===== src/verilog/ctrlPkg.sv =====
package ctrlPkg;

    // Component counter FSM
    typedef enum logic [2:0] {
        IDLE,
        LOAD,
        PROPAGATE,
        TALLY,
        HOLD
    } counterStateT;

    // Owner of the result memory write port
    typedef enum logic [1:0] {
        NONE,
        CORE0,
        CORE1
    } grantT;

endpackage


===== src/verilog/graphPkg.sv =====
package graphPkg;

    // Nodes per graph
    localparam int numNodes = 8;

    // One bit per unordered node pair
    localparam int edgeBits = numNodes * (numNodes - 1) / 2;

    // Upper-triangle edge mask, bit 0 is pair (0,1), then (0,2) up to (0,7),
    // then (1,2) and so on, ending with pair (6,7) in the top bit
    typedef logic [edgeBits-1:0] graphT;

    // Component count, 1 to numNodes
    typedef logic [$clog2(numNodes+1)-1:0] countT;

    // Ring of 64 result slots
    localparam int defaultSlotWidth = 6;

endpackage


===== src/verilog/resultBus.sv =====
`timescale 1ns/1ps

interface resultBus #(
    parameter int slotWidth = graphPkg::defaultSlotWidth
);

    // Level, held until the arbiter grants
    logic done;
    graphPkg::countT count;
    logic [slotWidth-1:0] slot;
    // Combinational, same cycle as done
    logic grant;

    modport producer (
        output done,
        output count,
        output slot,
        input  grant
    );

    modport arbiter (
        input  done,
        input  count,
        input  slot,
        output grant
    );

endinterface


===== src/verilog/componentCounter.sv =====
`timescale 1ns/1ps

module componentCounter #(
    parameter int slotWidth = graphPkg::defaultSlotWidth
) (
    input  logic clk,
    input  logic rstN,
    output logic request,
    input  logic start,
    input  graphPkg::graphT graphIn,
    input  logic [slotWidth-1:0] slotIn,
    resultBus.producer res
);

    localparam int n = graphPkg::numNodes;
    localparam int labelWidth = $clog2(n);

    typedef logic [labelWidth-1:0] labelT;

    ctrlPkg::counterStateT state;
    graphPkg::graphT graphReg;
    logic [slotWidth-1:0] slotReg;
    logic [n-1:0][n-1:0] adjacency;
    labelT [n-1:0] labels;
    labelT [n-1:0] nextLabels;
    graphPkg::countT rootCount;
    graphPkg::countT countReg;

    // Symmetric neighbor matrix from the upper-triangle mask
    function automatic logic [n-1:0][n-1:0] expandMask(input graphPkg::graphT mask);
        logic [n-1:0][n-1:0] adj;
        int bitIdx;
        adj = '0;
        bitIdx = 0;
        for (int i = 0; i < n; i++) begin
            for (int j = i + 1; j < n; j++) begin
                adj[i][j] = mask[bitIdx];
                adj[j][i] = mask[bitIdx];
                bitIdx++;
            end
        end
        return adj;
    endfunction

    // One propagation step, min over the node and its neighbors
    always_comb begin
        labelT best;
        for (int i = 0; i < n; i++) begin
            best = labels[i];
            for (int j = 0; j < n; j++) begin
                if (adjacency[i][j] && labels[j] < best) begin
                    best = labels[j];
                end
            end
            nextLabels[i] = best;
        end
    end

    // Each component keeps exactly one node labelled with itself
    always_comb begin
        rootCount = '0;
        for (int i = 0; i < n; i++) begin
            if (labels[i] == labelT'(i)) begin
                rootCount = rootCount + 1'b1;
            end
        end
    end

    always_ff @(posedge clk) begin
        if (!rstN) begin
            state <= ctrlPkg::IDLE;
        end else begin
            case (state)
                ctrlPkg::IDLE: if (start) state <= ctrlPkg::LOAD;
                ctrlPkg::LOAD: state <= ctrlPkg::PROPAGATE;
                ctrlPkg::PROPAGATE: if (nextLabels == labels) state <= ctrlPkg::TALLY;
                ctrlPkg::TALLY: state <= ctrlPkg::HOLD;
                ctrlPkg::HOLD: if (res.grant) state <= ctrlPkg::IDLE;
                default: state <= ctrlPkg::IDLE;
            endcase
        end
    end

    always_ff @(posedge clk) begin
        if (state == ctrlPkg::IDLE && start) begin
            graphReg <= graphIn;
            slotReg <= slotIn;
        end
        if (state == ctrlPkg::LOAD) begin
            adjacency <= expandMask(graphReg);
            for (int i = 0; i < n; i++) begin
                labels[i] <= labelT'(i);
            end
        end
        if (state == ctrlPkg::PROPAGATE) begin
            labels <= nextLabels;
        end
        if (state == ctrlPkg::TALLY) begin
            countReg <= rootCount;
        end
    end

    assign request = state == ctrlPkg::IDLE;
    assign res.done = state == ctrlPkg::HOLD;
    assign res.count = countReg;
    assign res.slot = slotReg;

endmodule


===== src/verilog/graphQueue.sv =====
`timescale 1ns/1ps

module graphQueue #(
    parameter int slotWidth = graphPkg::defaultSlotWidth,
    parameter int queueDepthLog2 = 3
) (
    input  logic clk,
    input  logic rstN,
    input  logic push,
    input  graphPkg::graphT graphIn,
    input  logic [slotWidth-1:0] slotIn,
    output logic slowDown,
    input  logic request0,
    input  logic request1,
    output logic start0,
    output logic start1,
    output graphPkg::graphT graphOut,
    output logic [slotWidth-1:0] slotOut
);

    localparam int depth = 2 ** queueDepthLog2;
    // Leaves room for the inputs already in flight when slowDown rises
    localparam int almostFull = depth - 3;

    graphPkg::graphT graphMem [depth];
    logic [slotWidth-1:0] slotMem [depth];
    logic [queueDepthLog2-1:0] wrPtr;
    logic [queueDepthLog2-1:0] rdPtr;
    logic [queueDepthLog2:0] occupancy;
    logic preferOne;
    logic empty;
    logic full;
    logic doPush;
    logic eligible0;
    logic eligible1;
    logic pop0;
    logic pop1;
    logic pop;

    assign empty = occupancy == '0;
    assign full = occupancy == (queueDepthLog2 + 1)'(depth);
    assign slowDown = occupancy > (queueDepthLog2 + 1)'(almostFull);

    // A pop frees the slot the push needs
    assign doPush = push && (!full || pop);

    // A counter still requests in the cycle its start pulse is out
    assign eligible0 = request0 && !start0;
    assign eligible1 = request1 && !start1;

    assign pop0 = !empty && eligible0 && (!eligible1 || !preferOne);
    assign pop1 = !empty && eligible1 && (!eligible0 || preferOne);
    assign pop = pop0 || pop1;

    // Entry storage and output register
    always_ff @(posedge clk) begin
        if (doPush) begin
            graphMem[wrPtr] <= graphIn;
            slotMem[wrPtr] <= slotIn;
        end
        if (pop) begin
            graphOut <= graphMem[rdPtr];
            slotOut <= slotMem[rdPtr];
        end
    end

    always_ff @(posedge clk) begin
        if (!rstN) begin
            wrPtr <= '0;
            rdPtr <= '0;
            occupancy <= '0;
            preferOne <= 1'b0;
            start0 <= 1'b0;
            start1 <= 1'b0;
        end else begin
            start0 <= pop0;
            start1 <= pop1;
            if (doPush) begin
                wrPtr <= wrPtr + 1'b1;
            end
            if (pop) begin
                rdPtr <= rdPtr + 1'b1;
                // Other counter goes first next time
                preferOne <= pop0;
            end
            case ({doPush, pop})
                2'b10: occupancy <= occupancy + 1'b1;
                2'b01: occupancy <= occupancy - 1'b1;
                default: occupancy <= occupancy;
            endcase
        end
    end

endmodule


===== src/verilog/resultArbiter.sv =====
`timescale 1ns/1ps

module resultArbiter #(
    parameter int slotWidth = graphPkg::defaultSlotWidth
) (
    input  logic clk,
    input  logic rstN,
    resultBus.arbiter bus0,
    resultBus.arbiter bus1,
    output logic writeEnable,
    output logic [slotWidth-1:0] writeAddr,
    output graphPkg::countT writeData
);

    ctrlPkg::grantT grantSel;
    logic preferOne;
    logic contested;

    assign contested = bus0.done && bus1.done;

    always_comb begin
        if (contested) begin
            if (preferOne) begin
                grantSel = ctrlPkg::CORE1;
            end else begin
                grantSel = ctrlPkg::CORE0;
            end
        end else if (bus0.done) begin
            grantSel = ctrlPkg::CORE0;
        end else if (bus1.done) begin
            grantSel = ctrlPkg::CORE1;
        end else begin
            grantSel = ctrlPkg::NONE;
        end
    end

    assign bus0.grant = grantSel == ctrlPkg::CORE0;
    assign bus1.grant = grantSel == ctrlPkg::CORE1;
    assign writeEnable = grantSel != ctrlPkg::NONE;

    // Winner's slot and count onto the write port
    always_comb begin
        if (grantSel == ctrlPkg::CORE1) begin
            writeAddr = bus1.slot;
            writeData = bus1.count;
        end else begin
            writeAddr = bus0.slot;
            writeData = bus0.count;
        end
    end

    // Loser of a contest wins the next one
    always_ff @(posedge clk) begin
        if (!rstN) begin
            preferOne <= 1'b0;
        end else if (contested) begin
            preferOne <= !preferOne;
        end
    end

endmodule


===== src/verilog/resultMemory.sv =====
`timescale 1ns/1ps

module resultMemory #(
    parameter int slotWidth = graphPkg::defaultSlotWidth,
    parameter int tagWidth = 4
) (
    input  logic clk,
    input  logic rstN,
    input  logic writeEnable,
    input  logic [slotWidth-1:0] writeAddr,
    input  graphPkg::countT writeData,
    input  logic [slotWidth-1:0] readSlot,
    input  logic validIn,
    input  logic [tagWidth-1:0] tagIn,
    output logic resultValid,
    output graphPkg::countT connectCount,
    output logic [tagWidth-1:0] tagOut
);

    localparam int depth = 2 ** slotWidth;

    graphPkg::countT countMem [depth];
    // Valid bit on top, tag below
    logic [tagWidth:0] validTagMem [depth];
    logic ringPrimed;

    // Counts arrive from the arbiter at the item's slot
    always_ff @(posedge clk) begin
        if (writeEnable) begin
            countMem[writeAddr] <= writeData;
        end
        connectCount <= countMem[readSlot];
    end

    // Same address written and read every cycle, read sees last lap's entry
    always_ff @(posedge clk) begin
        validTagMem[readSlot] <= {validIn, tagIn};
        tagOut <= validTagMem[readSlot][tagWidth-1:0];
    end

    // Slots hold nothing valid until the first lap after reset completes
    always_ff @(posedge clk) begin
        if (!rstN) begin
            resultValid <= 1'b0;
            ringPrimed <= 1'b0;
        end else begin
            resultValid <= ringPrimed && validTagMem[readSlot][tagWidth];
            if (readSlot == '1) begin
                ringPrimed <= 1'b1;
            end
        end
    end

endmodule


===== src/verilog/streamCountTop.sv =====
`timescale 1ns/1ps

module streamCountTop #(
    parameter int slotWidth = graphPkg::defaultSlotWidth,
    parameter int queueDepthLog2 = 3,
    parameter int tagWidth = 4
) (
    input  logic clk,
    input  logic rstN,
    input  logic botValid,
    input  graphPkg::graphT graphIn,
    input  logic [tagWidth-1:0] tagIn,
    output logic slowDown,
    output logic resultValid,
    output graphPkg::countT connectCount,
    output logic [tagWidth-1:0] tagOut
);

    logic [slotWidth-1:0] slot;
    logic request0;
    logic request1;
    logic start0;
    logic start1;
    graphPkg::graphT queueGraph;
    logic [slotWidth-1:0] queueSlot;
    logic writeEnable;
    logic [slotWidth-1:0] writeAddr;
    graphPkg::countT writeData;

    // Rolling slot index, one step per cycle
    always_ff @(posedge clk) begin
        if (!rstN) begin
            slot <= '0;
        end else begin
            slot <= slot + 1'b1;
        end
    end

    resultBus #(.slotWidth(slotWidth)) bus0 ();
    resultBus #(.slotWidth(slotWidth)) bus1 ();

    graphQueue #(
        .slotWidth(slotWidth),
        .queueDepthLog2(queueDepthLog2)
    ) queue (
        .clk(clk),
        .rstN(rstN),
        .push(botValid),
        .graphIn(graphIn),
        .slotIn(slot),
        .slowDown(slowDown),
        .request0(request0),
        .request1(request1),
        .start0(start0),
        .start1(start1),
        .graphOut(queueGraph),
        .slotOut(queueSlot)
    );

    // Both counters share the queue output, start picks the owner
    componentCounter #(.slotWidth(slotWidth)) counter0 (
        .clk(clk),
        .rstN(rstN),
        .request(request0),
        .start(start0),
        .graphIn(queueGraph),
        .slotIn(queueSlot),
        .res(bus0.producer)
    );

    componentCounter #(.slotWidth(slotWidth)) counter1 (
        .clk(clk),
        .rstN(rstN),
        .request(request1),
        .start(start1),
        .graphIn(queueGraph),
        .slotIn(queueSlot),
        .res(bus1.producer)
    );

    resultArbiter #(.slotWidth(slotWidth)) arbiter (
        .clk(clk),
        .rstN(rstN),
        .bus0(bus0.arbiter),
        .bus1(bus1.arbiter),
        .writeEnable(writeEnable),
        .writeAddr(writeAddr),
        .writeData(writeData)
    );

    resultMemory #(
        .slotWidth(slotWidth),
        .tagWidth(tagWidth)
    ) memory (
        .clk(clk),
        .rstN(rstN),
        .writeEnable(writeEnable),
        .writeAddr(writeAddr),
        .writeData(writeData),
        .readSlot(slot),
        .validIn(botValid),
        .tagIn(tagIn),
        .resultValid(resultValid),
        .connectCount(connectCount),
        .tagOut(tagOut)
    );

endmodule


===== config.mk =====
export PLATFORM = sky130hd
export DESIGN_NAME = streamCountTop
export DESIGN_NICKNAME = d
export VERILOG_FILES = /design/src/verilog/ctrlPkg.sv /design/src/verilog/graphPkg.sv /design/src/verilog/resultBus.sv /design/src/verilog/componentCounter.sv /design/src/verilog/graphQueue.sv /design/src/verilog/resultArbiter.sv /design/src/verilog/resultMemory.sv /design/src/verilog/streamCountTop.sv
export SDC_FILE = /design/constraint.sdc
export NUM_CORES = 2
export LEC_CHECK = 0
export BUFFER_PORTS_ARGS = -buffer_cell sky130_fd_sc_hd__buf_2
export CAP_MARGIN = 0
export CORE_MARGIN = 2
export CORE_UTILIZATION = 60
export CTS_CLUSTER_DIAMETER = 100
export DETAILED_ROUTE_END_ITERATION = 10
export GPL_ROUTABILITY_DRIVEN = 1
export GPL_TIMING_DRIVEN = 0
export PLACE_DENSITY_LB_ADDON = 0.15
export SYNTH_ARGS = -nofsm -noshare
export SYNTH_HDL_FRONTEND = slang
export SYNTH_HIERARCHICAL = 1
export SYNTH_SLANG_ARGS = --single-unit
export TNS_END_PERCENT = 100

===== constraint.sdc =====
create_clock -name clk -period 32.1 [get_ports clk]
set_input_delay 6.42 -clock clk [delete_from_list [all_inputs] [get_ports clk]]
set_output_delay 6.42 -clock clk [all_outputs]
set_load 0.02 [all_outputs]

### Word level (Yosys, flattened, before mapping)

Memories as Yosys holds them, arrays and structs flattened. A register that Yosys moved wholly into a read port is not among the register bits.
Index checks and enable logic that the tools add are counted.
Widths: inputs -> output; s select.

| word-level totals | value |
|---|---|
| output and inout port bits | 10 |
| bits in registers | 268 |
| bits of input ports | 35 |
| memory bits (writable) | 848 |
| memories kept | 4 |

Memory list:

| name | depth | width | read ports | clocked after memory_dff | wr ports | line | RTL |
|---|---|---|---|---|---|---|---|
| memory.validTagMem | 64 | 5 | 1 | 1 | 1 | resultMemory.sv:24 | `logic [tagWidth:0] validTagMem [depth];` |
| memory.countMem | 64 | 4 | 1 | 1 | 1 | resultMemory.sv:22 | `graphPkg::countT countMem [depth];` |
| queue.graphMem | 8 | 28 | 1 | 1 | 1 | graphQueue.sv:25 | `graphPkg::graphT graphMem [depth];` |
| queue.slotMem | 8 | 6 | 1 | 1 | 1 | graphQueue.sv:26 | `logic [slotWidth-1:0] slotMem [depth];` |

| cells by class | value |
|---|---|
| equal/unequal tests | 36 |
| muxes and demuxes | 152 |
| magnitude comparators | 113 |
| reductions and logical operators | 146 |
| $add $sub $neg | 19 |

Operators with widths:

| operator | number |
|---|---|
| $mux 3 | 118 |
| $lt 3x3->1 | 112 |
| $logic_and 1x1->1 | 123 |
| $mux 24 | 4 |
| $mux 4 | 15 |
| $add 4x1->4 const B | 13 |
| $eq 24x24->1 | 2 |
| $eq 3x3->1 const B | 10 |
| $pmux 3 s5 | 2 |
| $eq 3x2->1 const B | 8 |
| $eq 3x1->1 const B | 4 |
| $logic_not 3->1 | 4 |
| $mux 6 | 2 |
| $logic_not 1->1 | 8 |
| $mux 2 | 4 |
| $ne 2x2->1 const B | 4 |
| $pmux 4 s2 | 1 |
| $reduce_bool 2->1 | 4 |
| $add 3x1->3 const B | 2 |
| $add 6x1->6 const B | 1 |
| $eq 6x6->1 const B | 1 |
| $mux 1 | 6 |
| $reduce_and 3->1 | 2 |
| $add 1x1->2 const B | 2 |
| other kinds (8) | 14 |

### Longest topological paths before layout

| logic depth | value |
|---|---|
| depth after elaboration | 24 |
| depth in mapped cells | 55 |

### Hierarchy

The synthesis kept the hierarchy.

By module, submodules not included:

| module | area an instance (sq um) | seq. area each (sq um) | cells an instance | times used |
|---|---|---|---|---|
| resultMemory | 23187.2 | 17496.8 | 1350 | 1 |
| graphQueue | 12167.9 | 9449.1 | 543 | 1 |
| componentCounter at counter0 | 10845.4 | 2762.6 | 1270 | 1 |
| componentCounter at counter1 | 10523.8 | 2762.6 | 1251 | 1 |
| streamCountTop | 235.2 | 120.1 | 22 | 1 |
| resultArbiter | 224.0 | 20.0 | 20 | 1 |

### Worst setup path after synthesis

OpenSTA, ideal clock, no wires.

| path | value |
|---|---|
| path kind | register -> register |
| start | register counter0/labels[23] (netlist bit) |
| end | register counter0.state[0] |
| clock period less this slack | 11.018 ns |
| buffers on the path | 1 |
| setup slack | 21.082 ns |
| cell stages (with the launch flop) | 51 |
| arrival time | 10.959 ns |
| required time | 32.041 ns |
| path through | edfxtp_1 > clkbuf_1 > clkinv_1 > ha_1 > nand2b_1 > a211oi_1 > nor2_1 > mux2i_1 > inv_1 > ha_1 > or3b_2 > o41ai_2 > nand2_1 > o21a_1 > inv_1 > ha_1 > o21ai_0 > a21oi_1 > (+15 left out) > or3_1 > nor4b_1 > nor4_4 > o211ai_1 > inv_1 > ha_1 > o21ai_0 > and2_1 > o21ai_0 > xor2_1 > o21ai_0 > a2111oi_0 > nand3_1 > a2111oi_2 > o2111a_1 > nand4_1 > or4_1 > nand2_1 |

| on the way | value |
|---|---|
| cells in the longest elaborated chain, start to end | 24 |
| elaborated cells between the ends (all ways) | 45 |

RTL lines:

| element | line | RTL |
|---|---|---|
| start, declared | componentCounter.sv:24 | `labelT [n-1:0] labels;` |
| start signal, assigned by index | componentCounter.sv:92 | `labels[i] <= labelT'(i);` |
| start signal, assigned | componentCounter.sv:96 | `labels <= nextLabels;` |
| $lt 3x3->1 | componentCounter.sv:51 | `if (adjacency[i][j] && labels[j] < best) begin` |
| $logic_and 1x1->1 | componentCounter.sv:51 |  |
| $mux 3 | componentCounter.sv:51 |  |
| $lt 3x3->1 | componentCounter.sv:51 |  |
| $logic_and 1x1->1 | componentCounter.sv:51 |  |
| $mux 3 | componentCounter.sv:51 |  |
| $lt 3x3->1 | componentCounter.sv:51 |  |
| $logic_and 1x1->1 | componentCounter.sv:51 |  |
| (+8 left out) | - |  |
| $logic_and 1x1->1 | componentCounter.sv:51 |  |
| $mux 3 | componentCounter.sv:51 |  |
| $lt 3x3->1 | componentCounter.sv:51 |  |
| $logic_and 1x1->1 | componentCounter.sv:51 |  |
| $mux 3 | componentCounter.sv:51 |  |
| $eq 24x24->1 (*) | componentCounter.sv:76 | `ctrlPkg::PROPAGATE: if (nextLabels == labels) state <= ctrlPkg::TALLY;` |
| $ne 2x1->1 (no line) (*) | - |  |
| $reduce_and 3->1 (no line) (*) | - |  |
| end signal, assigned | componentCounter.sv:76 |  |
| end signal, assigned | componentCounter.sv:77 | `ctrlPkg::TALLY: state <= ctrlPkg::HOLD;` |
| end signal, assigned | componentCounter.sv:78 | `ctrlPkg::HOLD: if (res.grant) state <= ctrlPkg::IDLE;` |
| end, declared | componentCounter.sv:20 | `ctrlPkg::counterStateT state;` |

Every way passes the cells marked *; elsewhere a longest branch is shown, timed or not.
A chain may end at the register's enable or synchronous reset.

### Worst setup path after layout

Same ends and word-level chain as after synthesis.

==> reports/qor.csv <==
metric,value,unit
status,"finished, final reports clean",
wire per inst,30.9,um
clock slew at reported path FFs,0.06,ns
"commonest non-fill, non-tap cells in the layout","edfxtp_1, nor2_1, nand2_1",
"top cells by area, synth","edfxtp_1, mux4_2, ha_1",
CP Launch Point,counter0/labels[23]$_SDFFCE_PP1N_,
Setup Buffers After CTS,0,
drt pass-1 iters,6,
placed cell area,59500,um^2
"Buf+Inv Stages, Crit Path",6,
Post-CTS Hold Fix Bufs,0,
fin crit share,42.2,%
worst vdd ir,0.0000609,V
CTS tree,yes,
gr usage total,37.6,%
ys flop type,edfxtp_1,
"commonest non-fill, non-tap cell in the layout",edfxtp_1,
routability cong.,1.00,
Initial Util,60.4,%
Worst R2R Path Depth,50,
area fraction of the dominant cell type after synthesis,55.8,%
global-route wire length before repair,268,mm
"FFs w/ async S/R, synth",0,%
Max stage delay on crit path,1.01,ns
"Largest delay share family, worst path",compound AO/OA/AOI/OAI gates,
Pwr Density,102,nW/um^2
final instance area,63100,um^2
crit path time final,13.54,ns
CTS buffer count,110,
final WL,185,mm
Ports,45,
Reg2Reg Launch Point,counter0/labels[23]$_SDFFCE_PP1N_,
Bufs on Longest Clock Path,3,
leading area contributor after synthesis,edfxtp_1,
via count,41900,
syn nets,4663,
CTS resizes,0,
layout cells sized above 1,15.6,%
leak pwr,21.4,nW
hold_sp,counter1/graphReg[16]$_DFFE_PP_,
pin count of the biggest net entering global routing,70,
Die Y,313,um
Post-Syn Instances,4456,
TNS Setup,0,ns
post-synthesis instance area,57200,um^2
Worst setup SP type,register,
port buffer count,44,
Final Setup Violations,0,
Synth Register Bits,1098,
full die area,97800,um^2
max frequency,73.9,MHz
antenna violations before repair,7,
"EDFF count, synth",1062,
DRT antenna net count,0,
Max Cap Violations,0,
critical path's slowest cell,a2111oi_1,
RSZ-0062 raised after global routing,no,
Iter 0 DRT Violations,6200,
via/cell ratio,6.98,
worst setup margin,18.56,ns
pre-CTS setup slack,18.99,ns
vias in the first global route,39700,
nets@finish,4849,
Critical Path AT,14.17,ns
"Warnings, synthesis",6,
hold_ws,0.412,ns
measured slew at the worst slew-check pin,1.46,ns
row count,113,
kind of critical path,register to register,
Remaining DRCs,0,
Root Buffer,clkbuf_16,
die width,313,um
HPWL Detailed,127,mm
P&R area growth vs syn,10.4,%
register area share after synthesis,57.0,%
clk_lat worst skew,0.73,ns
Final Hold Viols,0,
synth unique cells,137,
CP endpoint kind,register,
FF-to-FF End,counter0/state[0]$_SDFFE_PN0P_,
worst rel slew slack,2.86,%
"Remaining Overflow, GRT",0,
Worst EP required,32.74,ns
cell mode on critical path,ha_1,
Clock Sinks,1098,
total power,6.46,mW
clk_skew,0.0428,ns
Hold Path Depth,0,
count of final max-slew check failures,0,
CP max FO,8,
Hold EP,counter1/adjacency[50]$_DFFE_PP_,
H-tree Lvls,3,
CORE AREA,94700,um^2
internal reg-to-reg setup slack,18.56,ns
Mapped Avg Cell Area,12.8,um^2
Hold Crit Class,register to register,
power breakdown:
part / switching, mW / internal [mW] / leakage (nW) / total, mW
logic: 1.99 / 1.27 / 9.76 / 3.26
clock network: 0.562 / 0.745 / 1.79 / 1.31
registers: 0.145 / 1.75 / 9.89 / 1.89
total: 2.70 / 3.76 / 21.4 / 6.46
final cells by class:
cell class                      instances  area, um^2
Sequential cell                      1098       32600
Fill cell                            6856       31600
Multi-Input combinational cell       2990       23000
Clock buffer                          134        2860
Tap cell                             1265        1580
Buffer                                217        1090
Clock inverter                         69         822
Timing Repair Buffer                   74         617
Inverter                              151         567
Antenna cell                            3        7.51
cell usage after synthesis (91+ instances only):
master / n
nand3_1: 91
nand2b_1: 127
mux2i_1: 131
mux4_2: 110
nand2_1: 233
edfxtp_1: 1062
mux2_2: 132
nor2_1: 386
clkbuf_1: 112
a21oi_1: 199
ha_1: 171
inv_1: 132
o21ai_0: 169
worst max path at each step:
stage	endpoint	slack (ns)	cells past startpoint
after floorplan	counter0/state[0]$_SDFFE_PN0P_	21.08	50
after global placement	queue/graphMem[2][21]$_DFFE_PP_	16.96	5
after detailed placement	counter0/state[0]$_SDFFE_PN0P_	18.99	49
after CTS	counter0/state[0]$_SDFFE_PN0P_	18.89	49
after global routing	counter0/state[0]$_SDFFE_PN0P_	18.04	50
final	counter0/state[0]$_SDFFE_PN0P_	18.56	50
per-layer routing:
metal | vias up | global-route usage [%] | share of wire [%]
met1 | 20400 | 50.8 | 38
met3 | 633 | 8.63 | 12
li1 | 17900 | - | -
met5 | - | 0 | 0.018
met2 | 2855 | 57.0 | 44
met4 | 6 | 20.2 | 6.2
flip-flops by register name (all words and copies together), names as in the netlist, 24 cells and up:
register and flops:
counter0/adjacency 28, counter0/graphReg 28, counter0/labels 24, counter1/adjacency 28, counter1/graphReg 28, counter1/labels 24, memory/countMem 256, memory/validTagMem 320
queue/graphMem 224, queue/graphOut 28, queue/slotMem 48
cell families (layout without fill, tap and decap cells):
kind of cell | Yosys count | count (layout) | share of synthesized area [%]
and+or+nand+nor | 1206 | 1206 | 10.6
AOI/OAI and AO/OA | 1131 | 1131 | 14.5
muxes | 404 | 404 | 10.0
adders and majority gates | 179 | 179 | 3.90
DFF | 1098 | 1098 | 57.0
xor gates and xnor gates | 70 | 70 | 1.07
other | 0 | 3 | 0
buffers and inverters | 368 | 645 | 2.90
worst register-to-register path: cells and delay by family, from the launching register on:
family                     cells  cell delay, ns
AOI/OAI and AO/OA             20            5.73
and+or+nand+nor               15            3.96
adders and majority gates      7            1.70
buffers and inverters          6            0.99
DFF                            1            0.63
muxes                          1            0.32
xor gates and xnor gates       1            0.17
metrics by stage:
step | util, % | cells
3_3_place_gp | 62.3 | 5765
5_1_grt | 66.7 | 5998
2_1_floorplan | - | 4456
6_report | 66.7 | 6001
4_1_cts | 66.7 | 5998
3_5_place_dp | 62.8 | 5795
No activity file was read; power rests on OpenSTA's default activity.
